[src/verilog/i2c_pkg.sv]
package i2c_pkg;

    // Device address byte, then two payload bytes
    localparam int I2C_FRAME_BYTES = 3;
    localparam int I2C_FRAME_W     = I2C_FRAME_BYTES * 8;

    // Eight data slots plus one acknowledge slot per byte
    localparam int I2C_BYTE_SLOTS  = 9;
    localparam int I2C_SLOTS       = I2C_FRAME_BYTES * I2C_BYTE_SLOTS;  // 27

    // MSB goes out first
    typedef logic [I2C_FRAME_W-1:0] i2c_frame_t;

    // Frame must stay stable while req is high
    typedef struct packed {
        logic       req;
        i2c_frame_t frame;
    } i2c_req_t;

    // nack only meaningful while ack is high
    typedef struct packed {
        logic ack;
        logic nack;
    } i2c_rsp_t;

endpackage

[src/verilog/codec_pkg.sv]
package codec_pkg;

    localparam int REG_ADDR_W = 7;
    localparam int DATA_W     = 9;
    localparam int VOL_W      = 7;

    typedef logic [REG_ADDR_W-1:0] codec_reg_t;
    typedef logic [DATA_W-1:0]     codec_data_t;
    typedef logic [VOL_W-1:0]      codec_vol_t;

    localparam logic [7:0] CODEC_DEV_ADDR    = 8'h34;  // Write address with CSB low
    localparam codec_reg_t CODEC_REG_LHP_OUT = 7'd2;

    typedef struct packed {
        codec_reg_t  reg_addr;
        codec_data_t data;
    } init_entry_t;

    localparam int INIT_LEN = 7;

    // Entry 0 goes out first
    localparam init_entry_t INIT_TABLE [INIT_LEN] = '{
        '{reg_addr: 7'h0f, data: 9'h000},  // Reset
        '{reg_addr: 7'h04, data: 9'h015},  // Analogue path with DAC select and mic boost
        '{reg_addr: 7'h05, data: 9'h000},  // Digital path
        '{reg_addr: 7'h06, data: 9'h000},  // No block powered down
        '{reg_addr: 7'h07, data: 9'h042},  // Master mode I2S at 16 bit
        '{reg_addr: 7'h08, data: 9'h019},  // Sampling
        '{reg_addr: 7'h09, data: 9'h001}   // Active
    };

endpackage

[src/verilog/i2c_write_master.sv]
`timescale 1ns/1ps

module i2c_write_master (
    input  logic              i_clk,
    input  logic              i_rst_n,
    input  i2c_pkg::i2c_req_t i_req,
    output i2c_pkg::i2c_rsp_t o_rsp,
    input  logic              i_sda,
    output logic              o_scl,
    output logic              o_sda,
    output logic              o_sda_oen
);
    import i2c_pkg::*;

    typedef enum logic [2:0] {S_IDLE, S_START, S_LOW, S_HIGH, S_STOP, S_ACK} state_t;
    typedef logic [$clog2(I2C_SLOTS)-1:0] slot_t;

    localparam slot_t LAST_SLOT = slot_t'(I2C_SLOTS - 1);

    state_t     state_r, state_w;
    slot_t      slot_r, slot_w;
    logic       scl_r, scl_w;
    logic       sda_r, sda_w;
    logic       oen_r, oen_w;
    logic       nack_r, nack_w;
    logic       load_slot;
    logic       shift_en;
    i2c_frame_t shift_r;

    // Last slot of every byte belongs to the slave
    function automatic logic is_ack_slot(input slot_t s);
        return (s % I2C_BYTE_SLOTS) == (I2C_BYTE_SLOTS - 1);
    endfunction

    assign o_scl     = scl_r;
    assign o_sda     = sda_r;
    assign o_sda_oen = oen_r;
    assign o_rsp.ack  = (state_r == S_ACK);
    assign o_rsp.nack = nack_r;

    always_comb begin
        state_w   = state_r;
        slot_w    = slot_r;
        scl_w     = scl_r;
        sda_w     = sda_r;
        oen_w     = oen_r;
        nack_w    = nack_r;
        load_slot = 1'b0;
        case (state_r)
            S_IDLE: begin
                if (i_req.req) begin
                    sda_w   = 1'b0;  // Start condition as SDA falls under high SCL
                    nack_w  = 1'b0;
                    state_w = S_START;
                end
            end
            S_START: begin
                load_slot = 1'b1;
                slot_w    = '0;
                state_w   = S_LOW;
            end
            S_LOW: begin
                scl_w   = 1'b1;
                state_w = S_HIGH;
            end
            S_HIGH: begin
                if (is_ack_slot(slot_r))
                    nack_w = nack_r | i_sda;  // Released line still high
                if (slot_r == LAST_SLOT) begin
                    scl_w   = 1'b0;
                    sda_w   = 1'b0;
                    oen_w   = 1'b1;
                    state_w = S_STOP;
                end
                else begin
                    load_slot = 1'b1;
                    slot_w    = slot_r + 1'b1;
                    state_w   = S_LOW;
                end
            end
            S_STOP: begin
                if (!scl_r) begin
                    scl_w = 1'b1;
                end
                else begin
                    sda_w   = 1'b1;  // Stop condition as SDA rises under high SCL
                    state_w = S_ACK;
                end
            end
            S_ACK: begin
                if (!i_req.req)
                    state_w = S_IDLE;
            end
            default: state_w = S_IDLE;
        endcase

        // Put the next slot on the bus as SCL falls
        if (load_slot) begin
            scl_w = 1'b0;
            oen_w = !is_ack_slot(slot_w);
            if (!is_ack_slot(slot_w))
                sda_w = shift_r[I2C_FRAME_W-1];
        end
    end

    assign shift_en = load_slot && !is_ack_slot(slot_w);

    always_ff @(posedge i_clk) begin
        if (!i_rst_n) begin
            state_r <= S_IDLE;
            slot_r  <= '0;
            scl_r   <= 1'b1;
            sda_r   <= 1'b1;
            oen_r   <= 1'b1;
            nack_r  <= 1'b0;
        end
        else begin
            state_r <= state_w;
            slot_r  <= slot_w;
            scl_r   <= scl_w;
            sda_r   <= sda_w;
            oen_r   <= oen_w;
            nack_r  <= nack_w;
        end
    end

    always_ff @(posedge i_clk) begin
        if (state_r == S_IDLE)
            shift_r <= i_req.frame;  // Requester holds it from here on
        else if (shift_en)
            shift_r <= shift_r << 1;
    end

endmodule

[src/verilog/i2c_arbiter.sv]
`timescale 1ns/1ps

module i2c_arbiter (
    input  logic              i_clk,
    input  logic              i_rst_n,
    input  i2c_pkg::i2c_req_t i_init_req,
    output i2c_pkg::i2c_rsp_t o_init_rsp,
    input  i2c_pkg::i2c_req_t i_vol_req,
    output i2c_pkg::i2c_rsp_t o_vol_rsp,
    output i2c_pkg::i2c_req_t o_mst_req,
    input  i2c_pkg::i2c_rsp_t i_mst_rsp
);

    typedef enum logic [1:0] {G_NONE, G_INIT, G_VOL} grant_t;

    grant_t grant_r, grant_w;

    always_comb begin
        grant_w = grant_r;
        case (grant_r)
            G_NONE: begin
                if (i_init_req.req)
                    grant_w = G_INIT;  // Initializer wins a tie
                else if (i_vol_req.req)
                    grant_w = G_VOL;
            end
            // Hold until the handshake has returned to zero
            G_INIT: begin
                if (!i_init_req.req && !i_mst_rsp.ack)
                    grant_w = G_NONE;
            end
            G_VOL: begin
                if (!i_vol_req.req && !i_mst_rsp.ack)
                    grant_w = G_NONE;
            end
            default: grant_w = G_NONE;
        endcase
    end

    // Loser keeps seeing ack low and waits
    always_comb begin
        o_mst_req  = '0;
        o_init_rsp = '0;
        o_vol_rsp  = '0;
        case (grant_r)
            G_INIT: begin
                o_mst_req  = i_init_req;
                o_init_rsp = i_mst_rsp;
            end
            G_VOL: begin
                o_mst_req = i_vol_req;
                o_vol_rsp = i_mst_rsp;
            end
            default: ;
        endcase
    end

    always_ff @(posedge i_clk) begin
        if (!i_rst_n)
            grant_r <= G_NONE;
        else
            grant_r <= grant_w;
    end

endmodule

[src/verilog/codec_initializer.sv]
`timescale 1ns/1ps

module codec_initializer (
    input  logic              i_clk,
    input  logic              i_rst_n,
    input  logic              i_start,
    output i2c_pkg::i2c_req_t o_req,
    input  i2c_pkg::i2c_rsp_t i_rsp,
    output logic              o_init_done
);
    import codec_pkg::*;

    typedef enum logic [1:0] {S_IDLE, S_REQ, S_RELEASE, S_DONE} state_t;

    state_t                      state_r, state_w;
    logic [$clog2(INIT_LEN)-1:0] idx_r, idx_w;

    assign o_req.req   = (state_r == S_REQ);
    assign o_req.frame = {CODEC_DEV_ADDR, INIT_TABLE[idx_r].reg_addr, INIT_TABLE[idx_r].data};
    assign o_init_done = (state_r == S_DONE);

    always_comb begin
        state_w = state_r;
        idx_w   = idx_r;
        case (state_r)
            S_IDLE: begin
                if (i_start) begin
                    idx_w   = '0;
                    state_w = S_REQ;
                end
            end
            S_REQ: begin
                if (i_rsp.ack)
                    state_w = S_RELEASE;  // nack is left to the top level
            end
            S_RELEASE: begin
                // Wait for ack low before the next entry
                if (!i_rsp.ack) begin
                    if (idx_r == INIT_LEN - 1) begin
                        state_w = S_DONE;
                    end
                    else begin
                        idx_w   = idx_r + 1'b1;
                        state_w = S_REQ;
                    end
                end
            end
            S_DONE: ;  // Stays here until reset
            default: state_w = S_IDLE;
        endcase
    end

    always_ff @(posedge i_clk) begin
        if (!i_rst_n) begin
            state_r <= S_IDLE;
            idx_r   <= '0;
        end
        else begin
            state_r <= state_w;
            idx_r   <= idx_w;
        end
    end

endmodule

[src/verilog/codec_volume_writer.sv]
`timescale 1ns/1ps

module codec_volume_writer (
    input  logic                  i_clk,
    input  logic                  i_rst_n,
    input  logic                  i_vol_valid,
    input  codec_pkg::codec_vol_t i_vol,
    output logic                  o_vol_busy,
    output i2c_pkg::i2c_req_t     o_req,
    input  i2c_pkg::i2c_rsp_t     i_rsp
);
    import codec_pkg::*;

    typedef enum logic [1:0] {V_IDLE, V_REQ, V_RELEASE} state_t;

    state_t     state_r, state_w;
    codec_vol_t vol_r;

    assign o_vol_busy  = (state_r != V_IDLE);
    assign o_req.req   = (state_r == V_REQ);
    // No zero cross, no both-channel update
    assign o_req.frame = {CODEC_DEV_ADDR, CODEC_REG_LHP_OUT, {(DATA_W - VOL_W){1'b0}}, vol_r};

    always_comb begin
        state_w = state_r;
        case (state_r)
            V_IDLE:    if (i_vol_valid) state_w = V_REQ;
            V_REQ:     if (i_rsp.ack) state_w = V_RELEASE;
            V_RELEASE: if (!i_rsp.ack) state_w = V_IDLE;  // Busy ends with ack
            default:   state_w = V_IDLE;
        endcase
    end

    always_ff @(posedge i_clk) begin
        if (!i_rst_n)
            state_r <= V_IDLE;
        else
            state_r <= state_w;
    end

    // Requests while busy are dropped
    always_ff @(posedge i_clk) begin
        if (state_r == V_IDLE && i_vol_valid)
            vol_r <= i_vol;
    end

endmodule

[src/verilog/codec_cfg_top.sv]
`timescale 1ns/1ps

module codec_cfg_top (
    input  logic                  i_clk,
    input  logic                  i_rst_n,
    input  logic                  i_start,
    input  logic                  i_vol_valid,
    input  codec_pkg::codec_vol_t i_vol,
    output logic                  o_vol_busy,
    output logic                  o_init_done,
    output logic                  o_nack_error,
    input  logic                  i_sda,
    output logic                  o_scl,
    output logic                  o_sda,
    output logic                  o_sda_oen
);
    import i2c_pkg::*;

    i2c_req_t init_req, vol_req, mst_req;
    i2c_rsp_t init_rsp, vol_rsp, mst_rsp;
    logic     nack_error_r;

    codec_initializer u_codec_initializer (
        .i_clk       (i_clk),
        .i_rst_n     (i_rst_n),
        .i_start     (i_start),
        .o_req       (init_req),
        .i_rsp       (init_rsp),
        .o_init_done (o_init_done)
    );

    codec_volume_writer u_codec_volume_writer (
        .i_clk       (i_clk),
        .i_rst_n     (i_rst_n),
        .i_vol_valid (i_vol_valid),
        .i_vol       (i_vol),
        .o_vol_busy  (o_vol_busy),
        .o_req       (vol_req),
        .i_rsp       (vol_rsp)
    );

    i2c_arbiter u_i2c_arbiter (
        .i_clk      (i_clk),
        .i_rst_n    (i_rst_n),
        .i_init_req (init_req),
        .o_init_rsp (init_rsp),
        .i_vol_req  (vol_req),
        .o_vol_rsp  (vol_rsp),
        .o_mst_req  (mst_req),
        .i_mst_rsp  (mst_rsp)
    );

    i2c_write_master u_i2c_write_master (
        .i_clk     (i_clk),
        .i_rst_n   (i_rst_n),
        .i_req     (mst_req),
        .o_rsp     (mst_rsp),
        .i_sda     (i_sda),
        .o_scl     (o_scl),
        .o_sda     (o_sda),
        .o_sda_oen (o_sda_oen)
    );

    // Sticky until reset, whichever peer owned the frame
    always_ff @(posedge i_clk) begin
        if (!i_rst_n)
            nack_error_r <= 1'b0;
        else if (mst_rsp.ack && mst_rsp.nack)
            nack_error_r <= 1'b1;
    end

    assign o_nack_error = nack_error_r;

endmodule

[config.mk]
export PLATFORM = sky130hd
export DESIGN_NAME = codec_cfg_top
export DESIGN_NICKNAME = d
export VERILOG_FILES = /design/src/verilog/i2c_pkg.sv /design/src/verilog/codec_pkg.sv /design/src/verilog/i2c_write_master.sv /design/src/verilog/i2c_arbiter.sv /design/src/verilog/codec_initializer.sv /design/src/verilog/codec_volume_writer.sv /design/src/verilog/codec_cfg_top.sv
export SDC_FILE = /design/constraint.sdc
export NUM_CORES = 1
export LEC_CHECK = 0
export BUFFER_PORTS_ARGS = -buffer_cell sky130_fd_sc_hd__buf_4
export CAP_MARGIN = 10
export CELL_PAD_IN_SITES_DETAIL_PLACEMENT = 1
export CELL_PAD_IN_SITES_GLOBAL_PLACEMENT = 1
export CORE_ASPECT_RATIO = 1.25
export CORE_MARGIN = 4
export CORE_UTILIZATION = 43
export DETAILED_ROUTE_END_ITERATION = 8
export GPL_ROUTABILITY_DRIVEN = 0
export MAX_ROUTING_LAYER = met4
export PLACE_DENSITY_LB_ADDON = 0.08
export SYNTH_ARGS = -nofsm -noshare
export SYNTH_HDL_FRONTEND = slang
export SYNTH_SLANG_ARGS = --single-unit
[constraint.sdc]
create_clock -name i_clk -period 5.1 [get_ports i_clk]
set_input_delay 0.765 -clock i_clk [delete_from_list [all_inputs] [get_ports i_clk]]
set_output_delay 0.765 -clock i_clk [all_outputs]
set_load 0.02 [all_outputs]
==> results of run 1 <==
==> cells in the mapped netlist (2+ instances only) <==
| cell | number | share of area (%) |
|---|---|---|
| sky130_fd_sc_hd__a21boi_0 | 4 | 0.89 |
| sky130_fd_sc_hd__buf_6 | 4 | 1.3 |
| sky130_fd_sc_hd__a211oi_1 | 2 | 0.44 |
| sky130_fd_sc_hd__and3_2 | 2 | 0.44 |
| sky130_fd_sc_hd__o21ai_1 | 2 | 0.30 |
| sky130_fd_sc_hd__a211o_1 | 2 | 0.52 |
| sky130_fd_sc_hd__and3_1 | 4 | 0.74 |
| sky130_fd_sc_hd__a31oi_1 | 6 | 1.1 |
| sky130_fd_sc_hd__nor4b_1 | 2 | 0.52 |
| sky130_fd_sc_hd__nor3_1 | 5 | 0.74 |
| sky130_fd_sc_hd__a22oi_1 | 8 | 1.8 |
| sky130_fd_sc_hd__o211ai_2 | 2 | 0.74 |
| sky130_fd_sc_hd__buf_2 | 3 | 0.44 |
| sky130_fd_sc_hd__xnor2_1 | 2 | 0.52 |
| sky130_fd_sc_hd__nand2b_1 | 4 | 0.74 |
| sky130_fd_sc_hd__o211ai_1 | 4 | 0.89 |
| sky130_fd_sc_hd__nor2b_1 | 10 | 1.9 |
| sky130_fd_sc_hd__inv_1 | 20 | 2.2 |
| sky130_fd_sc_hd__o32ai_1 | 2 | 0.52 |
| sky130_fd_sc_hd__nand2_1 | 44 | 4.9 |
| sky130_fd_sc_hd__mux2i_1 | 5 | 1.5 |
| sky130_fd_sc_hd__o221a_1 | 2 | 0.67 |
| sky130_fd_sc_hd__nand3_1 | 12 | 1.8 |
| sky130_fd_sc_hd__dfxtp_1 | 22 | 13 |
| sky130_fd_sc_hd__ha_1 | 27 | 10 |
| sky130_fd_sc_hd__nand4_1 | 6 | 1.1 |
| sky130_fd_sc_hd__clkbuf_1 | 11 | 1.2 |
| sky130_fd_sc_hd__a21oi_1 | 11 | 1.6 |
| sky130_fd_sc_hd__a21o_1 | 4 | 0.89 |
| sky130_fd_sc_hd__nor4bb_1 | 4 | 1.2 |
| sky130_fd_sc_hd__edfxtp_1 | 31 | 28 |
| sky130_fd_sc_hd__a22o_1 | 4 | 1.0 |
| sky130_fd_sc_hd__and2_1 | 21 | 3.9 |
| sky130_fd_sc_hd__or3_1 | 4 | 0.74 |
| sky130_fd_sc_hd__mux2_4 | 2 | 0.89 |
| sky130_fd_sc_hd__nor2_1 | 13 | 1.4 |
| sky130_fd_sc_hd__o21ai_0 | 19 | 2.8 |
==> worst min-delay path: cells and delay by family, from the launching register on <==
kind               cells  cell delay (ns)
DFF                    1             0.34
AOI/OAI and AO/OA      1             0.06
and+or+nand+nor        1             0.05
==> through the flow <==
step | setup WS (ns) | cells | util, % | hold slack, ns | power [mW]
5_1_grt | 0.344 | 457 | 48.2 | 0.525 | 1.13
3_5_place_dp | 0.729 | 449 | 47.0 | 0.482 | 0.827
4_1_cts | 0.718 | 457 | 48.2 | 0.497 | 1.08
2_1_floorplan | 0.941 | 356 | - | 0.458 | 0.749
6_report | 0.706 | 457 | 48.2 | 0.491 | 1.06
3_3_place_gp | 0.956 | 449 | 47.0 | 0.479 | 0.812
==> power by group through the flow <==
stage	sequential, mW	clock, mW	combinational (mW)
6_report	0.579	0.250	0.234
3_5_place_dp	0.590	0	0.238
3_3_place_gp	0.586	0	0.226
5_1_grt	0.587	0.275	0.269
4_1_cts	0.581	0.261	0.239
2_1_floorplan	0.574	0	0.175
==> cell families (layout without fill, tap and decap cells) <==
group / after synthesis / count (layout) / share of synthesized area, %
flops: 53 / 53 / 40.6
mux: 8 / 8 / 2.70
fa+ha+maj: 27 / 27 / 9.99
xor+xnor: 3 / 3 / 0.777
compound gates: 83 / 83 / 17.3
simple gates: 144 / 144 / 23.4
buf+inv: 38 / 47 / 5.22
==> cells in the final DEF (no fill, tap or decap), types with 4 or more instances in the layout <==
cell type | synthesis | routed
sky130_fd_sc_hd__a21boi_0 | 4 | 4
sky130_fd_sc_hd__a21o_1 | 4 | 4
sky130_fd_sc_hd__a21oi_1 | 11 | 11
sky130_fd_sc_hd__a22o_1 | 4 | 4
sky130_fd_sc_hd__a22oi_1 | 8 | 8
sky130_fd_sc_hd__a31oi_1 | 6 | 6
sky130_fd_sc_hd__and2_1 | 21 | 21
sky130_fd_sc_hd__and3_1 | 4 | 4
sky130_fd_sc_hd__buf_4 | 0 | 19
sky130_fd_sc_hd__clkbuf_8 | 0 | 5
sky130_fd_sc_hd__dfxtp_1 | 22 | 22
sky130_fd_sc_hd__edfxtp_1 | 31 | 31
sky130_fd_sc_hd__ha_1 | 27 | 27
sky130_fd_sc_hd__inv_1 | 20 | 20
sky130_fd_sc_hd__mux2i_1 | 5 | 5
sky130_fd_sc_hd__nand2_1 | 44 | 44
sky130_fd_sc_hd__nand2b_1 | 4 | 4
sky130_fd_sc_hd__nand3_1 | 12 | 12
sky130_fd_sc_hd__nand4_1 | 6 | 6
sky130_fd_sc_hd__nor2_1 | 13 | 13
sky130_fd_sc_hd__nor2b_1 | 10 | 10
sky130_fd_sc_hd__nor3_1 | 5 | 5
sky130_fd_sc_hd__nor4bb_1 | 4 | 4
sky130_fd_sc_hd__o211ai_1 | 4 | 4
sky130_fd_sc_hd__o21ai_0 | 19 | 19
sky130_fd_sc_hd__or3_1 | 4 | 4
==> final timing paths <==
check / to / depth (start not counted)
max: u_i2c_write_master.shift_r[3] / 18
min: u_i2c_arbiter.grant_r[0] / 2
max reg2reg: u_i2c_write_master.shift_r[3] / 18
min reg2reg: u_i2c_arbiter.grant_r[0] / 2
==> per-layer routing <==
layer	track usage [%]	share of wire, %	up-vias
li1	-	-	1301
met2	34.0	54	35
met5	-	0	-
met1	20.4	42	1256
met3	2.38	2.2	14
met4	6.03	2.1	0
==> flip-flops by register name, indices dropped and copies added (netlist names) <==
| register | count |
|---|---|
| u_i2c_write_master.slot_r | 5 |
| u_codec_initializer.state_r | 2 |
| u_codec_initializer.idx_r | 3 |
| u_i2c_write_master.shift_r | 24 |
| u_i2c_write_master.nack_r | 1 |
| u_i2c_write_master.o_sda | 1 |
| u_i2c_write_master.state_r | 3 |
| u_i2c_write_master.o_sda_oen | 1 |
| u_codec_volume_writer.vol_r | 7 |
| u_i2c_arbiter.grant_r | 2 |
| o_nack_error | 1 |
| u_codec_volume_writer.state_r | 2 |
| u_i2c_write_master.o_scl | 1 |
==> final cells by class <==
class / count / area [µm²]
Multi-Input combinational cell: 265 / 1830
Tap cell: 92 / 115
Sequential cell: 53 / 1370
Inverter: 20 / 75.1
Fill cell: 887 / 3900
Clock inverter: 3 / 25.0
Clock buffer: 5 / 68.8
Timing Repair Buffer: 19 / 143
==> results.md, run 1 <==
- Port Buf Inserts: 17
- Design internal power: 730 µW
- Post-synthesis sequential element count: 53
- Data required time of the worst path: 5.15 ns
- Cell family with most CP delay: simple AND/OR/NAND/NOR gates
- Detailed Route WL: 7930 µm
- Final Max Slew Viols: 0
- Final period utilization: 86.2%
- Number of buffers created by CTS: 5
- Number of violations of the max-capacitance limit: 0
- P_sw: 333 µW
- TritonCTS clock tree: built
- Post-synthesis to final-layout area growth: 7.40%
- Highest clock rate: 228 MHz
- Layout cell share with drive strength beyond 1: 11.5%
- Proportion of power drawn by the clock network: 23.5%
- Antenna viol nets, final: 0
- Width of the chip: 87.3 µm
- Launch point of the worst reg-to-reg path: u_i2c_write_master.slot_r[1]
- Worst EP arrival: 4.44 ns
- Worst Max-Slew Pin Slew: 0.730 ns
- Half-perimeter wire length of the detailed placement result: 6020 µm
- Startpoint of the most critical setup path: u_i2c_write_master.slot_r[1]
- Setup TNS after final layout: 0 ns
- GRT overflow: 0
- Vias/cell: 5.70
- Core area: 7530 µm²
- Longest Clk Path Bufs: 2
- Critical Path Most Common Cell: sky130_fd_sc_hd__ha_1
- Antenna cells: 0
- Hold Path Class: reg2reg
- Synth Flop Type: sky130_fd_sc_hd__edfxtp_1
- Clk pin slew, worst setup/hold paths: 0.10 ns
- Leakage power: 1.53 nW
- Synthesized instance count: 356
- Netlist area before placement: 3380 µm²
- Row count: 35
- Post-route design area: 3630 µm²
- First-pass GRT wire length: 13400 µm
- Initial Util: 44.9%
- Number of enable flip-flop cells after synthesis: 31
- Class of the most critical setup path: reg2reg
- Slack of the worst reg-to-reg path: 0.71 ns
- Peak fanout along the critical path: 24
- Initial antenna violation count: 0
- Number of synthesis warnings: 0
- Count of endpoints failing hold in the final timing report: 0
- Max VDD drop: 0.207 mV
- Critical Path Start Type: flip-flop
- WL per Instance: 17.4 µm
- Cell chain of the critical path: ha_1 -> nand4b_2 -> mux2_2 -> and2_1 -> inv_1 -> ha_1 -> inv_1 -> o2111a_1 -> nand2_1 -> a21oi_1 -> a31oi_1 -> ha_1 -> nand2_1 -> or4_4 -> o211ai_2 -> a21oi_2 -> or2_1 -> buf_4
- Maximum number of pins on one net before global-route repair: 25
- CP Capture Type: flip-flop
- Area of the die: 9350 µm²
- Slowest Stage Delay on Critical Path: 0.53 ns
- Run status: completed
- Count of pins on the block boundary: 18
- Sequential fraction of design power: 54.5%
- Buf/Inv on CP: 3
- Shortest clock period the worst path allows after layout: 4.39 ns
- Buffer count from post-CTS setup fixing: 0
- Via count of the first global-routing pass: 2794
- Hold-fix buffers at CTS: 0
- Height of the chip: 107 µm
- Synth async-reset ratio: 0%
- Post-detailed-route DRC marker count: 0
- Comb power frac: 22.0%
- Number of distinct library cells after synthesis: 63
- Total of cells resized after clock tree synthesis: 0
- Buffer cell driving the clock tree root: sky130_fd_sc_hd__clkbuf_8
- Layout Nets: 403
- Hold path start: u_i2c_arbiter.grant_r[0]
- Clock latency reported for the late side of the worst-skew pair: 0.31 ns
- Total number of vias: 2606
- Number of clock sinks seen by CTS: 53
- Unrepaired setup endpoints after global routing: no
- Iter 0 DRT Violations: 109
- Power per standard cell area: 293 nW/µm²
- Max_slew headroom: 50.7%
- Net count after synthesis: 395
- Total Routing Usage GR: 18.6%
- Slowest library cell on the worst path: sky130_fd_sc_hd__dfxtp_1
- Post-Synthesis Mean Instance Area: 9.50 µm²
- Placement-stage cell area: 3540 µm²
- Clock Skew: 0.00598 ns
- Final number of setup-violating endpoints: 0
- First-pass DRT Iterations: 4
- Sequential share of the synthesized area: 40.6%
- Switching portion of total power: 31.3%
- Maximum level of the CTS H-tree: 2
Power figures use the tool's default switching activity.
==> run 2, diff against run 1 <==
--- a/config.mk
+++ b/config.mk
@@ -10,12 +10,13 @@
 export CELL_PAD_IN_SITES_DETAIL_PLACEMENT = 1
 export CELL_PAD_IN_SITES_GLOBAL_PLACEMENT = 1
 export CORE_ASPECT_RATIO = 1.25
-export CORE_MARGIN = 4
 export CORE_UTILIZATION = 43
 export DETAILED_ROUTE_END_ITERATION = 8
 export GPL_ROUTABILITY_DRIVEN = 0
 export MAX_ROUTING_LAYER = met4
 export PLACE_DENSITY_LB_ADDON = 0.08
+export SETUP_SLACK_MARGIN = 0.3
 export SYNTH_ARGS = -nofsm -noshare
 export SYNTH_HDL_FRONTEND = slang
 export SYNTH_SLANG_ARGS = --single-unit
+export TNS_END_PERCENT = 20
==> results.md, run 2 (synthesis results as in run 1) <==
- Slowest Stage Delay on Critical Path: 0.55 ns (+0.02 ns)
- Commonest cells after routing, fill and taps aside: sky130_fd_sc_hd__nand2_1 (44), sky130_fd_sc_hd__edfxtp_1 (31), sky130_fd_sc_hd__ha_1 (27)
- Vias/cell: 5.65 (-0.84%)
- Launch point of the worst reg-to-reg path: u_i2c_write_master.slot_r[1]
- Final Max Slew Viols: 0 (unchanged)
- Antenna cells: 0 (unchanged)
- Maximum number of pins on one net before global-route repair: 25 (unchanged)
- Half-perimeter wire length of the detailed placement result: 5860 µm (-2.7%)
- Post-synthesis to final-layout area growth: 7.29%
- Slowest library cell on the worst path: sky130_fd_sc_hd__or4_4
- Antenna viol nets, final: 0 (unchanged)
- Post-detailed-route DRC marker count: 0 (unchanged)
- Total Routing Usage GR: 21.1% (+2.5 points)
- Number of violations of the max-capacitance limit: 0 (unchanged)
- Detailed Route WL: 7640 µm (-3.7%)
- Power per standard cell area: 290 nW/µm² (-1.1%)
- Shortest clock period the worst path allows after layout: 4.50 ns (+0.102 ns)
- Height of the chip: 101 µm (-5.6%)
- Width of the chip: 81.3 µm (-6.9%)
- Hold Path Class: reg2reg
- Data required time of the worst path: 5.10 ns (-0.05 ns)
- Startpoint of the most critical setup path: u_i2c_write_master.slot_r[1]
- Count of endpoints failing hold in the final timing report: 0 (unchanged)
- Iter 0 DRT Violations: 51 (-53%)
- Buffer count from post-CTS setup fixing: 0 (unchanged)
- Highest clock rate: 222 MHz (-2.3%)
- Via count of the first global-routing pass: 2698 (-3.4%)
- Final period utilization: 88.2% (+2.0 points)
- Max VDD drop: 0.195 mV (-5.5%)
- Max_slew headroom: 53.3% (+2.6 points)
- Total number of vias: 2584 (-0.84%)
- Clock latency reported for the late side of the worst-skew pair: 0.31 ns (about the same)
- First-pass DRT Iterations: 4 (unchanged)
- Core area: 7490 µm² (-0.58%)
- Worst EP arrival: 4.49 ns (+0.05 ns)
- CP Capture Type: flip-flop
- Worst r2r path cells: 16 (-2)
- Largest register by flop count: u_i2c_write_master.shift_r
- Number of flip-flops under the largest register name: 24 (unchanged)
- Run status: completed
- Final number of setup-violating endpoints: 0 (unchanged)
- Buffer cell driving the clock tree root: sky130_fd_sc_hd__clkbuf_8
- Buf/Inv on CP: 2 (-1)
- Pre-CTS WS: 0.372 ns (-0.357 ns)
- Logic depth of the worst setup path including buffers: 16 (-2)
- Largest registers: u_i2c_write_master.shift_r: 24 flops, u_codec_volume_writer.vol_r: 7 flops, u_i2c_write_master.slot_r: 5 flops
- Initial antenna violation count: 0 (unchanged)
- Class of the most critical setup path: reg2reg
- Number of inserted filler cells in the final layout: 864 (-2.6%)
- Number of instances on the worst hold path: 2 (unchanged)
- Cell chain of the critical path: ha_1 -> nand4b_2 -> mux2_2 -> and2_1 -> inv_1 -> ha_1 -> inv_1 -> o2111a_1 -> nand2_1 -> a21oi_1 -> a31oi_1 -> ha_1 -> or4_4 -> o211ai_2 -> a21oi_2 -> or2_2
- Clock Skew: 0.00797 ns (+0.00200 ns)
- Critical Path Start Type: flip-flop
- Most common library cell in the layout ignoring fill and taps: sky130_fd_sc_hd__nand2_1
- Setup TNS after final layout: 0 ns (unchanged)
- Clk pin slew, worst setup/hold paths: 0.10 ns (about the same)
- Number of clock sinks seen by CTS: 53 (unchanged)
- Unrepaired setup endpoints after global routing: no
- Maximum level of the CTS H-tree: 2 (unchanged)
- Layout cell share with drive strength beyond 1: 11.8% (+0.27 points)
- Row count: 35 (unchanged)
- Cell family with most CP delay: simple AND/OR/NAND/NOR gates
- Critical Path Most Common Cell: sky130_fd_sc_hd__ha_1
- Worst Slack Setup Final: 0.604 ns (-0.102 ns)
- GRT overflow: 0 (unchanged)
- Longest Clk Path Bufs: 2 (unchanged)
- Hold path start: u_i2c_arbiter.grant_r[0]
- Layout Nets: 403 (unchanged)
- Worst Max-Slew Pin Slew: 0.692 ns (-0.0380 ns)
- WL per Instance: 16.7 µm (-3.7%)
- Count of pins on the block boundary: 18 (unchanged)
- TritonCTS clock tree: built
- Port Buf Inserts: 17 (unchanged)
- Area of the die: 8220 µm² (-12%)
- Leakage power: 1.53 nW (about the same)
- Initial Util: 45.1% (+0.26 points)
- Number of buffers created by CTS: 5 (unchanged)
- First-pass GRT wire length: 12800 µm (-4.8%)
- Peak fanout along the critical path: 24 (unchanged)
[run 2: cell counts in the layout (fill, tap and decap cells not counted)]
Identical to the previous run, type by type.
[run 2: worst paths after layout]
kind,to,slack [ns]
worst max-delay path,u_i2c_write_master.shift_r[4],0.60
worst min-delay path,u_i2c_arbiter.grant_r[0],0.50
worst max register to register,u_i2c_write_master.shift_r[4],0.60
worst min register to register,u_i2c_arbiter.grant_r[0],0.50
[run 2: repair_timing]
action / in CTS / in global routing
hold buffers: 0 / 0
endpoints found under the setup margin: 0 / 24
resized for setup: 0 / 1
[run 2: worst register-to-register path, delay by kind of cell, from the launching register on]
family / cells / cell delay (ns)
flip-flops: 1 / 0.53
buffers and inverters: 2 / 0.17
AND/OR/NAND/NOR: 5 / 1.62
multiplexers: 1 / 0.33
AO/OA/AOI/OAI: 5 / 0.78
adder cells (fa/ha/maj): 3 / 0.74
[run 2: cell type report]
cell class                      instances  area [µm²]  share of cell area, %
Inverter                               20        75.1                   2.07
Timing Repair Buffer                   19         143                   3.93
Multi-Input combinational cell        265        1830                   50.5
Sequential cell                        53        1370                   37.8
Tap cell                               92         115                   3.17
Clock buffer                            5        68.8                   1.90
Clock inverter                          3        21.3                  0.586
[run 2: routing by layer]
layer	track usage [%]	share of wire, %	routed length [µm]	vias to the layer above
met5	-	0	0	-
met4	7.69	2.0	153	0
met3	2.70	2.0	152	17
met2	37.8	53	4020	33
met1	23.5	43	3310	1233
li1	-	-	-	1301
[run 2: through the flow]
step | util [%] | hold slack [ns] | instance area [µm²] | instances | power (mW)
6_report | 48.4 | 0.502 | 3630 | 457 | 1.05
5_1_grt | 48.4 | 0.535 | 3630 | 457 | 1.12
4_1_cts | 48.4 | 0.510 | 3630 | 457 | 1.07
3_5_place_dp | 47.2 | 0.496 | 3540 | 449 | 0.823
3_3_place_gp | 47.2 | 0.484 | 3540 | 449 | 0.812
2_1_floorplan | - | 0.458 | 3380 | 356 | 0.749
[run 2: power by group]
| group | total [mW] | switching, mW | internal [mW] |
|---|---|---|---|
| logic | 0.230 | 0.142 | 0.0879 |
| clock network | 0.243 | 0.145 | 0.0977 |
| registers | 0.578 | 0.0359 | 0.542 |
| total | 1.05 | 0.322 | 0.728 |
==> run 3, diff against run 2 <==
--- a/config.mk
+++ b/config.mk
@@ -10,6 +10,7 @@
 export CELL_PAD_IN_SITES_DETAIL_PLACEMENT = 1
 export CELL_PAD_IN_SITES_GLOBAL_PLACEMENT = 1
 export CORE_ASPECT_RATIO = 1.25
+export CORE_MARGIN = 5
 export CORE_UTILIZATION = 43
 export DETAILED_ROUTE_END_ITERATION = 8
 export GPL_ROUTABILITY_DRIVEN = 0
==> results.md, run 3 (synthesis results as in run 1) <==
- TritonCTS clock tree: built
- Setup TNS after final layout: 0 ns (unchanged)
- Flip-flop and latch area: 1370 µm² (unchanged)
- First-pass DRT Iterations: 4 (unchanged)
- Clk pin slew, worst setup/hold paths: 0.10 ns (about the same)
- Antenna viol nets, final: 0 (unchanged)
- Hold Path Class: reg2reg
- Placed instance count: 454 (+1.1%)
- Layout cell share with drive strength beyond 1: 12.3% (+0.48 points)
- Height of the chip: 109 µm (+7.9%)
- WL per Instance: 17.4 µm (+4.1%)
- Longest Clk Path Bufs: 2 (unchanged)
- Row count: 36 (+2.9%)
- Via count of the first global-routing pass: 2749 (+1.9%)
- Comb power frac: 22.4% (+0.5 points)
- Buffer cell driving the clock tree root: sky130_fd_sc_hd__clkbuf_8
- Largest registers: u_i2c_write_master.shift_r: 24 flops, u_codec_volume_writer.vol_r: 7 flops, u_i2c_write_master.slot_r: 5 flops
- Initial antenna violation count: 0 (unchanged)
- Total number of vias: 2624 (+1.5%)
- Class of the most critical setup path: reg2reg
- Multi-input combinational cell area: 1840 µm² (+0.14%)
- Port Buf Inserts: 17 (unchanged)
- Proportion of power drawn by the clock network: 23.1% (about the same)
- Largest register by flop count: u_i2c_write_master.shift_r
- Sequential fraction of design power: 54.5% (-0.5 points)
- Number of violations of the max-capacitance limit: 0 (unchanged)
- Peak fanout along the critical path: 24 (unchanged)
- Layout Nets: 405 (+0.50%)
- P_sw: 325 µW (+0.88%)
- Initial Util: 43.6% (-1.5 points)
- Total Routing Usage GR: 18.2% (-2.9 points)
- Leakage power: 1.54 nW (+0.80%)
- Width of the chip: 89.3 µm (+9.8%)
- Highest clock rate: 231 MHz (+3.7%)
- Post-synthesis to final-layout area growth: 7.92%
- Data required time of the worst path: 5.14 ns (+0.04 ns)
- Final Max Slew Viols: 0 (unchanged)
- Final period utilization: 85.0% (-3.2 points)
- CP Capture Type: flip-flop
- Buffer count from post-CTS setup fixing: 0 (unchanged)
- Maximum level of the CTS H-tree: 2 (unchanged)
- Core area: 7750 µm² (+3.5%)
- First-pass GRT wire length: 13500 µm (+5.6%)
- Final number of setup-violating endpoints: 0 (unchanged)
- Worst EP arrival: 4.37 ns (-0.12 ns)
- Antenna cells: 0 (unchanged)
- Critical Path Start Type: flip-flop
- Vias/cell: 5.68 (+0.45%)
- Switching portion of total power: 30.8% (+0.15 points)
- Most common library cell in the layout ignoring fill and taps: sky130_fd_sc_hd__nand2_1
- Detailed Route WL: 8050 µm (+5.3%)
- Number of flip-flops under the largest register name: 24 (unchanged)
- Post-detailed-route DRC marker count: 0 (unchanged)
- Commonest cells after routing, fill and taps aside: sky130_fd_sc_hd__nand2_1 (44), sky130_fd_sc_hd__edfxtp_1 (31), sky130_fd_sc_hd__ha_1 (27)
- Power per standard cell area: 289 nW/µm² (-0.19%)
- Unrepaired setup endpoints after global routing: no
- Post-route non-filler standard cell count: 462 (+1.1%)
- Clock Skew: 0.00698 ns (-0.000995 ns)
- GRT overflow: 0 (unchanged)
- Half-perimeter wire length of the detailed placement result: 6100 µm (+4.1%)
- Maximum number of pins on one net before global-route repair: 25 (unchanged)
- Design internal power: 729 µW (+0.18%)
- Max_slew headroom: 50.6% (-2.7 points)
- Run status: completed
- Area of the die: 9750 µm² (+19%)
- Number of buffers created by CTS: 5 (unchanged)
- Clock latency reported for the late side of the worst-skew pair: 0.31 ns (about the same)
- Number of inserted filler cells in the final layout: 891 (+3.1%)
- Worst Hold Margin: 0.497 ns (-0.00409 ns)
- Count of pins on the block boundary: 18 (unchanged)
- Max VDD drop: 0.171 mV (-12%)
- Worst Max-Slew Pin Slew: 0.731 ns (+0.0394 ns)
- Number of clock sinks seen by CTS: 53 (unchanged)
- Iter 0 DRT Violations: 107 (+110%)
- Count of endpoints failing hold in the final timing report: 0 (unchanged)
- Shortest clock period the worst path allows after layout: 4.33 ns (-0.162 ns)
-- run 3: final timing paths --
| kind | start | slack, ns | cells past startpoint | end |
|---|---|---|---|---|
| hold / removal | u_i2c_arbiter.grant_r[0] | 0.50 | 2 | u_i2c_arbiter.grant_r[0] |
| setup / recovery | u_i2c_write_master.slot_r[1] | 0.77 | 16 | u_i2c_write_master.shift_r[8] |
| setup reg to reg | u_i2c_write_master.slot_r[1] | 0.77 | 16 | u_i2c_write_master.shift_r[8] |
| hold reg to reg | u_i2c_arbiter.grant_r[0] | 0.50 | 2 | u_i2c_arbiter.grant_r[0] |
-- run 3: per-layer routing --
metal  share of wire (%)  track usage [%]  up-vias
met2                  52             32.0       30
met4                 2.1             5.74        0
li1                    -                -     1305
met5                   0                -        -
met3                 1.9             2.49        9
met1                  44             21.2     1280
-- run 3: area by class of cell --
class                   count  share of cell area (%)
clock buffers               5                    1.89
clock inverters             3                   0.583
inverters                  20                    2.06
multi-input cells         265                    50.3
flip-flops and latches     53                    37.6
well taps                  95                    3.26
repair buffers             21                    4.32
-- run 3: power groups by stage --
stage	Sequential [mW]	Clock (mW)	Combinational, mW
3_5_place_dp	0.587	0	0.238
2_1_floorplan	0.574	0	0.175
6_report	0.574	0.244	0.236
4_1_cts	0.577	0.255	0.239
3_3_place_gp	0.583	0	0.232
5_1_grt	0.583	0.279	0.266
-- run 3: worst max-delay path, cell delays in order, from the launching register on --
cell and delay (ns):
sky130_fd_sc_hd__dfxtp_1 0.53, sky130_fd_sc_hd__ha_1 0.29, sky130_fd_sc_hd__nand4b_2 0.20, sky130_fd_sc_hd__mux2_2 0.32, sky130_fd_sc_hd__and2_1 0.23, sky130_fd_sc_hd__inv_1 0.10
sky130_fd_sc_hd__ha_1 0.19, sky130_fd_sc_hd__inv_1 0.10, sky130_fd_sc_hd__o2111a_1 0.26, sky130_fd_sc_hd__nand2_1 0.12, sky130_fd_sc_hd__a21oi_1 0.17, sky130_fd_sc_hd__a31oi_1 0.09
sky130_fd_sc_hd__ha_1 0.26, sky130_fd_sc_hd__or4_4 0.54, sky130_fd_sc_hd__o211ai_2 0.19, sky130_fd_sc_hd__a21oi_2 0.10, sky130_fd_sc_hd__or2_4 0.36
-- run 3: timing repair --
action / in CTS / in global routing
gates resized for setup: 0 / 2
hold buffers: 0 / 0
setup endpoints to repair: 0 / 24
hold endpoints to repair: 0 / 0
-- run 3: through the flow --
stage,area [µm²],worst slack [ns],utilization [%],power [mW]
6_report,3650,0.765,47.1,1.05
5_1_grt,3650,0.477,47.1,1.13
4_1_cts,3650,0.321,47.1,1.07
3_5_place_dp,3560,0.355,45.9,0.824
3_3_place_gp,3560,0.561,45.9,0.815
2_1_floorplan,3380,0.941,-,0.749
